File: src/logic/battleshipPicoPkg.sv
////////////////////
// battleship pico package
// port map, flag values and the bus/board structs shared by the
// processor-side port blocks
////////////////////
`default_nettype none

package battleshipPicoPkg;

  typedef logic [7:0] portAddr_t;  // processor port id
  typedef logic [7:0] byte_t;      // processor data word
  typedef logic [1:0] cellValue_t; // empty, ship, hit or miss

  ////////////////////
  // write ports
  localparam portAddr_t paLeds          = 8'h02;
  localparam portAddr_t paDig3          = 8'h03;
  localparam portAddr_t paDig2          = 8'h04;
  localparam portAddr_t paDig1          = 8'h05;
  localparam portAddr_t paDig0          = 8'h06;
  localparam portAddr_t paDecimalPoints = 8'h07;
  localparam portAddr_t paOutOfBounds   = 8'h08;
  localparam portAddr_t paCursorCheck   = 8'h0A; // also the first ship check
  localparam portAddr_t paRamWriteAddr  = 8'h0B;
  localparam portAddr_t paPlaceDone     = 8'h0D;
  localparam portAddr_t paOrientation   = 8'h0E;
  localparam portAddr_t paShipInfo      = 8'h0F;
  localparam portAddr_t paRamSelect     = 8'h13;
  localparam portAddr_t paRamWriteValue = 8'h18;
  localparam portAddr_t paShipCheck1    = 8'h1A;
  localparam portAddr_t paShipCheck2    = 8'h1B;
  localparam portAddr_t paShipCheck3    = 8'h1C;
  localparam portAddr_t paShipCheck4    = 8'h1D;
  localparam portAddr_t paDataTx        = 8'h1E;

  ////////////////////
  // read ports
  localparam portAddr_t paButtons    = 8'h00;
  localparam portAddr_t paSwitches   = 8'h01;
  localparam portAddr_t paLinkStatus = 8'h09; // {conn, rx pending, 6'b0}
  localparam portAddr_t paValidFlag  = 8'h0C;
  localparam portAddr_t paDataRx     = 8'h19;
  localparam portAddr_t paDataRam    = 8'h1F;

  localparam byte_t outOfBoundsMark = 8'hFF; // cursor off the board
  localparam byte_t validFlag       = 8'h01;
  localparam byte_t invalidFlag     = 8'h00;
  localparam logic  usRam           = 1'b0;  // our ships
  localparam logic  themRam         = 1'b1;  // our guesses at theirs

  typedef struct packed {
    portAddr_t portId;
    byte_t     outPort;
    logic      writeStrobe;
  } picoBus_t;

  typedef struct packed {
    byte_t      readAddr;
    byte_t      writeAddr;
    logic       writeEnable;
    cellValue_t writeValue;
  } boardRam_t;

  typedef struct packed {
    byte_t      leds;
    logic [4:0] dig0;
    logic [4:0] dig1;
    logic [4:0] dig2;
    logic [4:0] dig3;
    logic [3:0] decimalPoints;
  } displayRegs_t;

  typedef struct packed {
    logic [1:0] placementDone; // done bit plus whose turn
    logic [3:0] orientation;
    byte_t      shipInfo;      // ships left and current length
  } placementInfo_t;

endpackage

`default_nettype wire
File: src/logic/battleshipPicoIf.sv
////////////////////
// battleship pico interface
// connects the processor port bus to the game port blocks
////////////////////
`default_nettype none

module battleshipPicoIf (
  input  logic                              clk,
  input  logic                              reset,
  input  battleshipPicoPkg::portAddr_t      portId,
  input  battleshipPicoPkg::byte_t          outPort,
  input  logic                              writeStrobe,
  output battleshipPicoPkg::byte_t          inPort,
  input  logic                              intRequest,
  input  logic                              interruptAck,
  output logic                              interrupt,
  input  logic                              connEstablished,
  input  logic [4:0]                        buttons,
  input  battleshipPicoPkg::byte_t          switches,
  output battleshipPicoPkg::byte_t          cursor,
  output battleshipPicoPkg::boardRam_t      usRamPort,
  output battleshipPicoPkg::boardRam_t      themRamPort,
  input  battleshipPicoPkg::cellValue_t     usReadValue,
  input  battleshipPicoPkg::cellValue_t     themReadValue,
  output battleshipPicoPkg::placementInfo_t placement,
  output battleshipPicoPkg::displayRegs_t   display,
  input  logic                              rxReady,
  input  battleshipPicoPkg::byte_t          rxData,
  output logic                              txSend,
  output battleshipPicoPkg::byte_t          txData
);
  import battleshipPicoPkg::*;

  picoBus_t   bus;            // shared by every port block
  byte_t      outOfBounds;
  logic       placementValid;
  cellValue_t ramReadData;    // cell from the selected board
  byte_t      rxByte;
  logic       rxPending;

  assign bus = '{portId: portId, outPort: outPort, writeStrobe: writeStrobe};

  occupancyAccumulator occupancy (
    .clk, .reset, .bus, .usReadValue, .outOfBounds, .placementValid
  );

  boardRamSteer ramSteer (
    .clk, .reset, .bus, .usReadValue, .themReadValue,
    .usRamPort, .themRamPort, .cursor, .ramReadData
  );

  gameDisplayRegs displayRegs (
    .clk, .reset, .bus, .display, .placement, .outOfBounds
  );

  xbeeLink link (
    .clk, .reset, .bus, .rxReady, .rxData,
    .txSend, .txData, .rxByte, .rxPending
  );

  ////////////////////
  // processor read side and interrupt
  picoHostPort hostPort (
    .clk, .reset, .bus, .buttons, .switches, .connEstablished,
    .rxPending, .rxByte, .placementValid, .ramReadData,
    .intRequest, .interruptAck, .inPort, .interrupt
  );

endmodule

`default_nettype wire

File: src/logic/picoHostPort.sv
////////////////////
// pico host port
// registered in-port mux and request/ack interrupt latch
////////////////////
`default_nettype none

module picoHostPort (
  input  logic                          clk,
  input  logic                          reset,
  input  battleshipPicoPkg::picoBus_t   bus,
  input  logic [4:0]                    buttons,
  input  battleshipPicoPkg::byte_t      switches,
  input  logic                          connEstablished,
  input  logic                          rxPending,
  input  battleshipPicoPkg::byte_t      rxByte,
  input  logic                          placementValid,
  input  battleshipPicoPkg::cellValue_t ramReadData,
  input  logic                          intRequest,
  input  logic                          interruptAck,
  output battleshipPicoPkg::byte_t      inPort,
  output logic                          interrupt
);
  import battleshipPicoPkg::*;

  ////////////////////
  // read side, no read strobe needed
  always_ff @(posedge clk) begin
    if (reset) begin
      inPort <= '0;
    end else begin
      case (bus.portId)
        paButtons:    inPort <= {3'b000, buttons};
        paSwitches:   inPort <= switches;                          // low byte only
        paLinkStatus: inPort <= {connEstablished, rxPending, 6'b0};
        paValidFlag:  inPort <= placementValid ? validFlag : invalidFlag;
        paDataRx:     inPort <= rxByte;
        paDataRam:    inPort <= {6'b0, ramReadData};               // selected board cell
        default:      inPort <= '0;
      endcase
    end
  end

  ////////////////////
  // interrupt stays up until the processor acks
  always_ff @(posedge clk) begin
    if (reset) begin
      interrupt <= 1'b0;
    end else if (interruptAck) begin
      interrupt <= 1'b0; // ack beats a new request
    end else if (intRequest) begin
      interrupt <= 1'b1;
    end
  end

endmodule

`default_nettype wire

File: src/logic/xbeeLink.sv
////////////////////
// XBee link
// holds received byte until read, transmit byte and send level
////////////////////
`default_nettype none

module xbeeLink (
  input  logic                        clk,
  input  logic                        reset,
  input  battleshipPicoPkg::picoBus_t bus,
  input  logic                        rxReady,
  input  battleshipPicoPkg::byte_t    rxData,
  output logic                        txSend,
  output battleshipPicoPkg::byte_t    txData,
  output battleshipPicoPkg::byte_t    rxByte,
  output logic                        rxPending
);
  import battleshipPicoPkg::*;

  logic txWrite;

  assign txWrite = bus.writeStrobe && (bus.portId == paDataTx);

  always_ff @(posedge clk) begin
    if (reset) begin
      rxByte    <= '0;
      rxPending <= 1'b0;
      txData    <= '0;
      txSend    <= 1'b0;
    end else begin
      if (rxReady) rxByte <= rxData; // newest byte wins, no back-pressure

      if (rxReady) rxPending <= 1'b1;
      else if (bus.portId == paDataRx) rxPending <= 1'b0; // cleared by the read

      if (txWrite) txData <= bus.outPort;

      // send level drops once the other board answers
      if (txWrite) txSend <= 1'b1;
      else if (rxReady) txSend <= 1'b0;
    end
  end

endmodule

`default_nettype wire

File: src/logic/gameDisplayRegs.sv
////////////////////
// game display registers
// LEDs, digits, decimal points, out-of-bounds and placement info
////////////////////
`default_nettype none

module gameDisplayRegs (
  input  logic                              clk,
  input  logic                              reset,
  input  battleshipPicoPkg::picoBus_t       bus,
  output battleshipPicoPkg::displayRegs_t   display,
  output battleshipPicoPkg::placementInfo_t placement,
  output battleshipPicoPkg::byte_t          outOfBounds
);
  import battleshipPicoPkg::*;

  always_ff @(posedge clk) begin
    if (reset) begin
      display     <= '0;
      placement   <= '0;
      outOfBounds <= '0;
    end else if (bus.writeStrobe) begin
      case (bus.portId)
        paLeds:          display.leds          <= bus.outPort;
        paDig0:          display.dig0          <= bus.outPort[4:0];
        paDig1:          display.dig1          <= bus.outPort[4:0];
        paDig2:          display.dig2          <= bus.outPort[4:0];
        paDig3:          display.dig3          <= bus.outPort[4:0];
        paDecimalPoints: display.decimalPoints <= bus.outPort[3:0]; // lower four only
        paOutOfBounds:   outOfBounds           <= bus.outPort;      // all ones = off board

        ////////////////////
        // ship placement state for the ghost-ship icon
        paPlaceDone:   placement.placementDone <= bus.outPort[1:0];
        paOrientation: placement.orientation   <= bus.outPort[3:0];
        paShipInfo:    placement.shipInfo      <= bus.outPort;

        default: ; // not ours
      endcase
    end
  end

endmodule

`default_nettype wire

File: src/logic/boardRamSteer.sv
////////////////////
// board RAM steering
// routes cursor, addresses, enables and write values to the
// selected board RAM and returns its read cell
////////////////////
`default_nettype none

module boardRamSteer (
  input  logic                          clk,
  input  logic                          reset,
  input  battleshipPicoPkg::picoBus_t   bus,
  input  battleshipPicoPkg::cellValue_t usReadValue,
  input  battleshipPicoPkg::cellValue_t themReadValue,
  output battleshipPicoPkg::boardRam_t  usRamPort,
  output battleshipPicoPkg::boardRam_t  themRamPort,
  output battleshipPicoPkg::byte_t      cursor,
  output battleshipPicoPkg::cellValue_t ramReadData
);
  import battleshipPicoPkg::*;

  logic ramSelect; // 0 = us, 1 = them
  logic useUs;

  assign useUs = (ramSelect == usRam);

  always_ff @(posedge clk) begin
    if (reset) begin
      ramSelect   <= usRam;
      cursor      <= '0;
      usRamPort   <= '0;
      themRamPort <= '0;
    end else if (bus.writeStrobe) begin
      case (bus.portId)
        paRamSelect: ramSelect <= bus.outPort[0];

        ////////////////////
        // read request, also stops any write in progress
        paCursorCheck: begin
          usRamPort.writeEnable   <= 1'b0;
          themRamPort.writeEnable <= 1'b0;
          cursor                  <= bus.outPort; // display follows the read
          if (useUs) usRamPort.readAddr <= bus.outPort;
          else themRamPort.readAddr <= bus.outPort;
        end

        // write address arms the enable of the selected board
        paRamWriteAddr: begin
          if (useUs) begin
            usRamPort.writeAddr   <= bus.outPort;
            usRamPort.writeEnable <= 1'b1;
          end else begin
            themRamPort.writeAddr   <= bus.outPort;
            themRamPort.writeEnable <= 1'b1;
          end
        end

        paRamWriteValue: begin
          if (useUs) usRamPort.writeValue <= bus.outPort[1:0];
          else themRamPort.writeValue <= bus.outPort[1:0];
        end

        ////////////////////
        // extra ship cells, only our own board is probed
        paShipCheck1, paShipCheck2, paShipCheck3, paShipCheck4: begin
          usRamPort.writeEnable <= 1'b0;
          cursor                <= bus.outPort;
        end

        default: ;
      endcase
    end
  end

  assign ramReadData = (ramSelect == themRam) ? themReadValue : usReadValue;

endmodule

`default_nettype wire

File: src/logic/occupancyAccumulator.sv
////////////////////
// occupancy accumulator
// sums cells read from the "us" board and flags a legal placement
////////////////////
`default_nettype none

module occupancyAccumulator (
  input  logic                          clk,
  input  logic                          reset,
  input  battleshipPicoPkg::picoBus_t   bus,
  input  battleshipPicoPkg::cellValue_t usReadValue,
  input  battleshipPicoPkg::byte_t      outOfBounds,
  output logic                          placementValid
);
  import battleshipPicoPkg::*;

  byte_t      cellSum;      // running sum of cells under the ship
  logic       clearPending; // valid flag was read, clear on the next cycle
  logic [8:0] sumWide;
  byte_t      sumNext;

  assign sumWide = {1'b0, cellSum} + {7'b0, usReadValue};
  assign sumNext = sumWide[8] ? 8'hFF : sumWide[7:0]; // stick at full scale

  always_ff @(posedge clk) begin
    if (reset) begin
      cellSum      <= '0;
      clearPending <= 1'b0;
    end else if (bus.portId == paValidFlag) begin
      clearPending <= 1'b1; // hold sum while the flag is being read
    end else if (clearPending) begin
      cellSum      <= '0;
      clearPending <= 1'b0;
    end else begin
      cellSum <= sumNext;
    end
  end

  // any occupied cell or an off-board cursor blocks placement
  assign placementValid = (outOfBounds != outOfBoundsMark) && (cellSum == '0);

endmodule

`default_nettype wire

File: config.mk
export PLATFORM = sky130hd
export DESIGN_NAME = battleshipPicoIf
export DESIGN_NICKNAME = d
export VERILOG_FILES = /design/src/logic/battleshipPicoPkg.sv /design/src/logic/battleshipPicoIf.sv /design/src/logic/picoHostPort.sv /design/src/logic/xbeeLink.sv /design/src/logic/gameDisplayRegs.sv /design/src/logic/boardRamSteer.sv /design/src/logic/occupancyAccumulator.sv
export SDC_FILE = /design/constraint.sdc
export NUM_CORES = 1
export LEC_CHECK = 0
export ABC_CLOCK_PERIOD_IN_PS = 2420
export BUFFER_PORTS_ARGS = -buffer_cell sky130_fd_sc_hd__buf_2
export CAP_MARGIN = 20
export CORE_MARGIN = 2
export CORE_UTILIZATION = 45
export DETAILED_ROUTE_END_ITERATION = 6
export PLACE_DENSITY = 0.66
export SETUP_SLACK_MARGIN = 0.4
export SLEW_MARGIN = 20
export SYNTH_ARGS = -nofsm -noshare
export SYNTH_HDL_FRONTEND = slang
export SYNTH_SLANG_ARGS = --single-unit
File: constraint.sdc
create_clock -name clk -period 2.42 [get_ports clk]
set_input_delay 0.242 -clock clk [delete_from_list [all_inputs] [get_ports clk]]
set_output_delay 0.242 -clock clk [all_outputs]
set_load 0.02 [all_outputs]
==> results of run 1 <==
logic make-up (layout without fill, tap and decap cells):
kind of cell             Yosys count  in the layout  share of synthesized area
AO/OA/AOI/OAI                     67             67                     0.0762
XOR/XNOR                           1              1                    0.00154
adder cells (fa/ha/maj)            3              3                    0.00793
buffers and inverters             50            209                     0.0403
flip-flops                       137            137                      0.483
multiplexers                     111            111                      0.196
AND/OR/NAND/NOR                  209            209                      0.196
routing by layer:
metal | global-route usage | share of wire
met2 | 0.379 | 0.46
met5 | 0 | 0
met4 | 0.0802 | 0.015
met1 | 0.289 | 0.44
met3 | 0.0898 | 0.085
per-stage QoR:
step / cells / instance area (um2) / setup slack, ns / hold slack, ns / utilization
after floorplan: 578 / 5680 / 0.693 / 0.321 / -
after global placement: 876 / 6580 / 0.515 / 0.406 / 0.528
after detailed placement: 876 / 6580 / 0.500 / 0.410 / 0.528
after CTS: 909 / 7180 / 0.486 / 0.0526 / 0.576
after global routing: 909 / 7180 / 0.407 / 0.0577 / 0.576
final: 909 / 7180 / 0.499 / 0.0642 / 0.576
repair_timing:
action / in CTS / in global routing
hold buffers: 1 / 0
gates resized for setup: 0 / 2
setup endpoints to repair: 0 / 12
endpoints found under the hold margin: 1 / 0
setup buffers: 0 / 0
worst register-to-register path: cells and delay by family (launching register included):
family | cells | cell delay (ns)
flip-flops | 1 | 0.55
multiplexers | 1 | 0.29
AND/OR/NAND/NOR | 3 | 0.97
layout make-up:
class,instances,area share
multi-input combinational,391,0.379
clock inverter,13,0.0202
clock buffer,19,0.0617
tap,172,0.0300
sequential,137,0.382
timing repair buffer,170,0.124
inverter,7,0.00366
worst max path at each step:
stage               slack (ns)  depth (start not counted)                       end                  from
floorplan                 0.69                          7      occupancy.cellSum[0]  occupancy.cellSum[0]
global placement          0.51                          6   ramSteer.themRamPort[3]             portId[5]
detailed placement        0.50                          7      occupancy.cellSum[0]  occupancy.cellSum[0]
CTS                       0.49                          7      occupancy.cellSum[0]  occupancy.cellSum[0]
global route              0.41                          7      occupancy.cellSum[0]  occupancy.cellSum[0]
finish                    0.50                          4  ramSteer.themRamPort[16]    ramSteer.ramSelect
cell usage after synthesis, types with 8 or more instances:
| master | count | area share |
|---|---|---|
| a21oi_1 | 22 | 0.019 |
| buf_2 | 15 | 0.013 |
| clkbuf_1 | 24 | 0.016 |
| dfxtp_1 | 137 | 0.48 |
| mux2i_1 | 111 | 0.20 |
| nand3_1 | 16 | 0.014 |
| nand4_1 | 9 | 0.0099 |
| nand4_2 | 8 | 0.018 |
| nor2_1 | 118 | 0.078 |
| o21ai_0 | 16 | 0.014 |
where the power goes:
group | internal (uW) | total [uW] | switching (uW)
Sequential | 2280 | 2290 | 14.7
Clock | 1550 | 2530 | 983
Combinational | 99.3 | 295 | 195
registers in the layout, summed over array words and instances (netlist names):
register / count
displayRegs.outOfBounds: 8
link.txData: 8
occupancy.clearPending: 1
hostPort.inPort: 8
ramSteer.ramSelect: 1
link.txSend: 1
ramSteer.themRamPort: 19
occupancy.cellSum: 8
hostPort.interrupt: 1
ramSteer.usRamPort: 19
link.rxPending: 1
displayRegs.placement: 14
link.rxByte: 8
ramSteer.cursor: 8
displayRegs.display: 32
==> impl_metrics.toml, run 1 <==
[clock_network]
htree_levels = 4
clk_pin_slew_ns = 0.06
cts_tree = "done"
cts_max_path_buffers = 2
cts-root-buf = "clkbuf_16"
clock_latency_ns = 0.42
cts_inserted_buffers = 17
clock-sinks = 137

[routing]
drt-total-wl_um = 15500
drtIter0Drc = 308
dr_total_vias = 4835
drc = 0
viasPerCell = 5.32
postRouteAntennaNets = 0
dr.pass1.iters = 5
avgRoutedWirePerCell_um = 17.0

[cells_and_area]
syn_to_final_growth_pct = 26.4
seq_area_um2 = 2740
drive_gt1_frac = 0.303
final_cell_mix = "buf_2 (156), dfxtp_1 (137), nor2_1 (118)"
nets = 775
layout_commonest_cell = "buf_2"
diodes = 0
multi_input_area_um2 = 2720
fillCellCount = 1121

[critical_path]
crit_family = "simple AND/OR/NAND/NOR gates"
r2r-start = "ramSteer.ramSelect"
worstPathCellList = "nor4bb_1 > nand4_2 > mux2i_1 > nor2_1"
crit_fanout = 8
r2r.worst_path.cells = 4
cp.arrival_ns = 2.21
crit_path_end_kind = "register"
path_class = "reg2reg"
path_buf_inv = 0
critical-path-slowest-cell = "dfxtp_1"
regToRegSetupSlack_ns = 0.50
slowest_delay_ns = 0.55
rr_endpoint = "ramSteer.themRamPort[16]"
cp-start-kind = "register"
required_ns = 2.71

[place]
port_buffers = 157
gp_congestion = 0.811
dp_hpwl_um = 10900

[global_routing]
grt_usage = 0.235
antenna_found_initial = 0
grt_max_degree = 53
grt_overflow = 0
grt_pass1_vias = 4642
grt_pass1_wl_um = 24200

[run_status]
status = "finished, final reports clean"

[sta]
finClkSkew_ns = 0.0144
fin_crit_ns = 1.92
slew_violations = 0
max_freq_ghz = 0.521
hold_viol_final = 0
relSlewSlack = 0.532
setup_viol = 0
rsz0062_at_grt = "false"
period_share = 0.794
fin_setup_tns_ns = 0
tightest_slew_ns = 0.692

[floorplanning]
initial_core_util = 0.456
rows = 41
coreArea_um2 = 12500
io_pins = 158
fp.dieW_um = 116
die_h_um = 116
dieArea_um2 = 13500

[logic_synthesis]
ys_types = 58
synth-warning-count = 0
yosysSeqAreaShare = 0.483
synth_seq_cells = 137
synthArstFlopShare = 0
synth_nets = 629
ys.flop_type = "dfxtp_1"
synth-edff-count = 0
syn_area_per_cell_um2 = 9.83
synth.cell_area_um2 = 5680
syn_inst = 578

[hold_path]
worstHoldEndpoint = "link.rxByte[7]"
min_from = "rxData[7]"
hp-class = "in2reg"
hold_depth = 3

[power_and_ir_drop]
ir_worst_vdd_mv = 0.497
power_density_nw_per_um2 = 713
leakagePower_uw = 0.00368
finalPower_uw = 5120

[flow_run]
maxCapViolations = 0
(Power assumes the default switching activity.)
==> run 2, diff against run 1 <==
- ABC_CLOCK_PERIOD_IN_PS: 2420 -> 2000
- clock period: 2.42 -> 2 ns (I/O delays scaled with it)
==> run 2 against run 1 <==
Via count increased by 0.23%; clock skew down 0.0086 ns; flip-flop and latch count did not move; sequential share of layout area down 0.91 points; critical path type unchanged.
==> impl_metrics.toml, run 2 (synthesis gave the netlist of run 1 again) <==
[routing]
postRouteAntennaNets = 0
dr_total_vias = 4846
dr.pass1.iters = 4
avgRoutedWirePerCell_um = 16.8
viasPerCell = 5.24
drt-total-wl_um = 15500
drtIter0Drc = 256
drc = 0

[floorplanning]
rows = 41
fp.dieW_um = 116
io_pins = 158
dieArea_um2 = 13500
coreArea_um2 = 12500
initial_core_util = 0.456
die_h_um = 116

[cells_and_area]
top_regs = "displayRegs.display: 32 flops, ramSteer.themRamPort: 19 flops, ramSteer.usRamPort: 19 flops"
finish.utilization = 0.591
multi_input_area_um2 = 2760
final_cell_mix = "buf_2 (157), dfxtp_1 (135), nor2_1 (118)"
fillCellCount = 1136
nets = 791
syn_to_final_growth_pct = 29.7
largest_reg_flops = 32
regMostFlops = "displayRegs.display"
layout_commonest_cell = "buf_2"
finalInstanceArea_um2 = 7370
diodes = 0
seq_area_um2 = 2750
drive_gt1_frac = 0.325

[critical_path]
worstPathCellList = "ha_4 > inv_2 > fa_2 > and3b_2 > nand4_1 > o21ai_1 > a22o_1"
critical-path-slowest-cell = "dfxtp_4"
path_class = "reg2reg"
required_ns = 2.36
cp-start-kind = "register"
crit_path_end_kind = "register"
crit_fanout = 6
r2r.worst_path.cells = 7
cp.arrival_ns = 2.12
slowest_delay_ns = 0.35

[clock_network]
cts_inserted_buffers = 17
cts-root-buf = "clkbuf_16"
cts_tree = "done"
clock-sinks = 137
clock_latency_ns = 0.42
clk_pin_slew_ns = 0.06
htree_levels = 4
cts_max_path_buffers = 2

[sta]
fin_setup_tns_ns = 0
rsz0062_at_grt = "true"
setup_viol = 0
slew_violations = 0
final.setup.worst_slack_ns = 0.241
period_share = 0.880
fin_crit_ns = 1.76
tightest_slew_ns = 0.775
max_freq_ghz = 0.568
relSlewSlack = 0.483
finClkSkew_ns = 0.00585
hold_viol_final = 0

[power_and_ir_drop]
p_clk_frac = 0.503
leakagePower_uw = 0.00380
power.internal_uw = 4900
switching_share = 0.230
p_sw_uw = 1460
p_comb_frac = 0.061
seqPwrFrac = 0.436
power_density_nw_per_um2 = 863
ir_worst_vdd_mv = 0.615

[place]
dp_hpwl_um = 10700
port_buffers = 157
gp_congestion = 0.828
pre_cts_slack_ns = 0.183
post_dp_cell_area_um2 = 6660

[global_routing]
grt_overflow = 0
grt_pass1_wl_um = 23600
grt_usage = 0.230
grt_pass1_vias = 4577
antenna_found_initial = 0
grt_max_degree = 80

[run_status]
status = "finished, final reports clean"

[hold_path]
hold_depth = 3
hp-class = "in2reg"

[flow_run]
maxCapViolations = 0
==> run 2: cell count changes in the layout (fill, tap and decap cells not counted), sizes merged <==
cell / delta
clkbuf: -1
bufinv: +1
buf: +16
clkinv: +2
clkinvlp: -3
inv: +1
==> run 2: power groups by stage <==
stage	Sequential [uW]	Combinational (uW)	Clock, uW
final	2770	386	3200
after global routing	2770	420	3380
after CTS	2770	377	3260
after detailed placement	2830	363	0
after global placement	2830	355	0
after floorplan	2830	227	0
==> run 2: metrics by stage <==
step / cells / power [uW] / hold slack (ns)
floorplan: 578 / 3060 / 0.279
global placement: 883 / 3190 / 0.365
detailed placement: 883 / 3200 / 0.372
CTS: 922 / 6410 / 0.00467
global route: 925 / 6570 / 0.0252
finish: 925 / 6360 / 0.0189
==> run 2: area by class of cell <==
type	instances	area share
Multi-Input combinational cell	391	0.374
Sequential cell	137	0.373
Timing Repair Buffer	186	0.137
Clock buffer	18	0.0596
Tap cell	172	0.0292
Clock inverter	14	0.0233
Inverter	7	0.00357
==> run 2: timing repair <==
action                     4_1_cts  5_1_grt
setup endpoints to repair       19       16
buffers inserted                 6        2
hold buffers                     1        0
gates cloned                     0        1
pin swaps                        7        3
resized for setup                5        4
hold endpoints to repair         1        0
==> run 2: worst paths after layout <==
check,from,end,slack [ns]
hold reg to reg,link.rxByte[6],hostPort.inPort[6],0.45
hold / removal,rxData[7],link.rxByte[7],0.02
setup / recovery,occupancy.cellSum[0],occupancy.cellSum[2],0.24
setup reg to reg,occupancy.cellSum[0],occupancy.cellSum[2],0.24
==> run 2: critical path: cells and delay by family, from the launching register on <==
kind / cells / cell delay, ns
AO/OA/AOI/OAI: 2 / 0.34
buffers and inverters: 1 / 0.03
flip-flops: 1 / 0.35
adder cells (fa/ha/maj): 2 / 0.46
AND/OR/NAND/NOR: 2 / 0.52
==> run 2: metal layers <==
metal,track usage,vias to the layer above,part of all wire
met4,0.0881,0,0.016
met3,0.0851,18,0.076
li1,-,2349,-
met5,0,-,0
met1,0.286,2324,0.44
met2,0.365,155,0.46
==> run 3, diff against run 2 <==
- ABC_CLOCK_PERIOD_IN_PS: 2000 -> 1400
- CORE_MARGIN: 2 -> unset
- GPL_ROUTABILITY_DRIVEN: unset -> 1
- PLACE_DENSITY: 0.66 -> 0.69
- clock period: 2 -> 1.4 ns (I/O delays scaled with it)
==> run 3 against run 2 <==
The run now ends with negative setup slack left; cell count is 10% higher; sequential power is 43% higher; flip-flop and latch count unchanged; power grew 42%; maximum frequency grew 2.7%; utilization rose by 20 points; clock power increased by 30%; register-to-register slack got worse by 0.55 ns; critical path type unchanged; critical endpoint is now occupancy.cellSum[4]; highest routed layer unchanged.
==> impl_metrics.toml, run 3 (synthesis gave the netlist of run 1 again) <==
[run_status]
status = "finished with violations"
violations = "negative setup slack"

[cells_and_area]
largest_reg_flops = 32
top_regs = "displayRegs.display: 32 flops, ramSteer.themRamPort: 19 flops, ramSteer.usRamPort: 19 flops"
finish.utilization = 0.790
final_cell_count_no_fill = 1022
regMostFlops = "displayRegs.display"
final_cell_mix = "buf_6 (136), nor2_1 (113), dfxtp_2 (112)"
finalInstanceArea_um2 = 9610
syn_to_final_growth_pct = 69.2
nets = 893
drive_gt1_frac = 0.589
layout_commonest_cell = "buf_6"

[global_routing]
grt_max_degree = 74
met1_usage = 0.326
antenna_found_initial = 1
grt_pass1_wl_um = 29800
use_met2 = 0.535
grt_pass1_vias = 5840
busiest_layer = "met2"
grt_use_met3 = 0.0953
grt_overflow = 0
grt_usage = 0.303

[clock_network]
cts-root-buf = "clkbuf_16"
htree_levels = 4
clock-sinks = 137
cts_max_path_buffers = 2
clk_pin_slew_ns = 0.06
cts_tree = "done"
cts_inserted_buffers = 17
clock_latency_ns = 0.43

[power_and_ir_drop]
p_sw_uw = 2180
leakagePower_uw = 0.00452
ir_worst_vdd_mv = 0.836
seqPwrFrac = 0.440
p_clk_frac = 0.463
p_comb_frac = 0.097
switching_share = 0.242
power.internal_uw = 6830
power_density_nw_per_um2 = 937

[sta]
relSlewSlack = 0.524
rsz0062_at_grt = "true"
tightest_slew_ns = 0.714
final.setup.worst_slack_ns = -0.313
slew_violations = 0
hold_viol_final = 0
max_freq_ghz = 0.584
fin_crit_ns = 1.71
period_share = 1.22
fin_setup_tns_ns = -3.32
setup_viol = 35
fin_hold_ws_ns = 0.0364
finClkSkew_ns = 0.00510

[critical_path]
cp-start-kind = "register"
path_class = "reg2reg"
required_ns = 1.77
regToRegSetupSlack_ns = -0.31
crit_path_end_kind = "register"
cp.arrival_ns = 2.09
crit_fanout = 6

[place]
dp_hpwl_um = 11300
dp_cells = 925
port_buffers = 157
post_dp_cell_area_um2 = 7300
gp_congestion = 0.885

[floorplanning]
die_h_um = 114
rows = 40
dieArea_um2 = 13100
initial_core_util = 0.467
fp.dieW_um = 114
io_pins = 158
coreArea_um2 = 12200

[routing]
postRouteAntennaNets = 0
viasPerCell = 5.48
avgRoutedWirePerCell_um = 19.8
dr_total_vias = 5605
drc = 0
drt-total-wl_um = 20200
drtIter0Drc = 351
dr.pass1.iters = 4

[flow_run]
maxCapViolations = 0

[hold_path]
hp-class = "in2reg"
==> run 3: cell types whose count changed in the layout (fill, tap and decap cells not counted), sizes merged, moves of 3 or more <==
cell,change
dlygate4sd3,+12
clkbuf,+5
clkinvlp,+3
inv,-3
buf,+90
clkinv,-5
==> run 3: worst max-delay path, cell delays in order, from the launching register on <==
cell	delay (ns)
dfxtp_2	0.35
ha_4	0.13
inv_2	0.03
fa_2	0.33
and3b_2	0.28
nand4_1	0.20
a21oi_1	0.24
a21o_1	0.10
==> run 3: power groups by stage <==
stage	clock network, uW	logic, uW	registers (uW)
final	4170	873	3960
after global routing	4380	924	3970
after CTS	4160	800	3960
after detailed placement	0	698	4050
after global placement	0	682	4040
after floorplan	0	406	4050
==> run 3: cell type report <==
class / count / area (um2)
multi-input cells: 391 / 3230
flip-flops and latches: 137 / 2880
repair buffers: 288 / 2730
fillers: 668 / 2550
clock buffers: 23 / 468
well taps: 168 / 210
clock inverters: 7 / 71.3
inverters: 7 / 26.3
diodes: 1 / 2.50
==> run 3: layer usage <==
metal | up-vias | part of all wire
met5 | - | 0
met4 | 0 | 0.034
met3 | 55 | 0.069
met2 | 220 | 0.51
met1 | 2771 | 0.39
li1 | 2559 | -
==> run 3: final timing paths <==
kind	startpoint	to	cells after the start
hold reg to reg	link.rxByte[7]	hostPort.inPort[7]	2
setup reg to reg	occupancy.cellSum[0]	occupancy.cellSum[4]	7
setup / recovery	occupancy.cellSum[0]	occupancy.cellSum[4]	7
hold / removal	connEstablished	hostPort.inPort[7]	3
==> run 3: metrics by stage <==
| step | worst slack (ns) | total power [uW] |
|---|---|---|
| global placement | -0.250 | 4720 |
| CTS | -0.293 | 8920 |
| detailed placement | -0.302 | 4740 |
| finish | -0.313 | 9010 |
| global route | -0.417 | 9270 |
| floorplan | -0.223 | 4450 |
==> run 3: timing repair <==
| action | 4_1_cts | 5_1_grt |
|---|---|---|
| setup buffers | 23 | 25 |
| resized for setup | 389 | 52 |
| pin swaps | 32 | 30 |
| hold buffers | 13 | 0 |
| gates cloned | 4 | 1 |
| endpoints found under the setup margin | 226 | 238 |
| endpoints found under the hold margin | 12 | 0 |
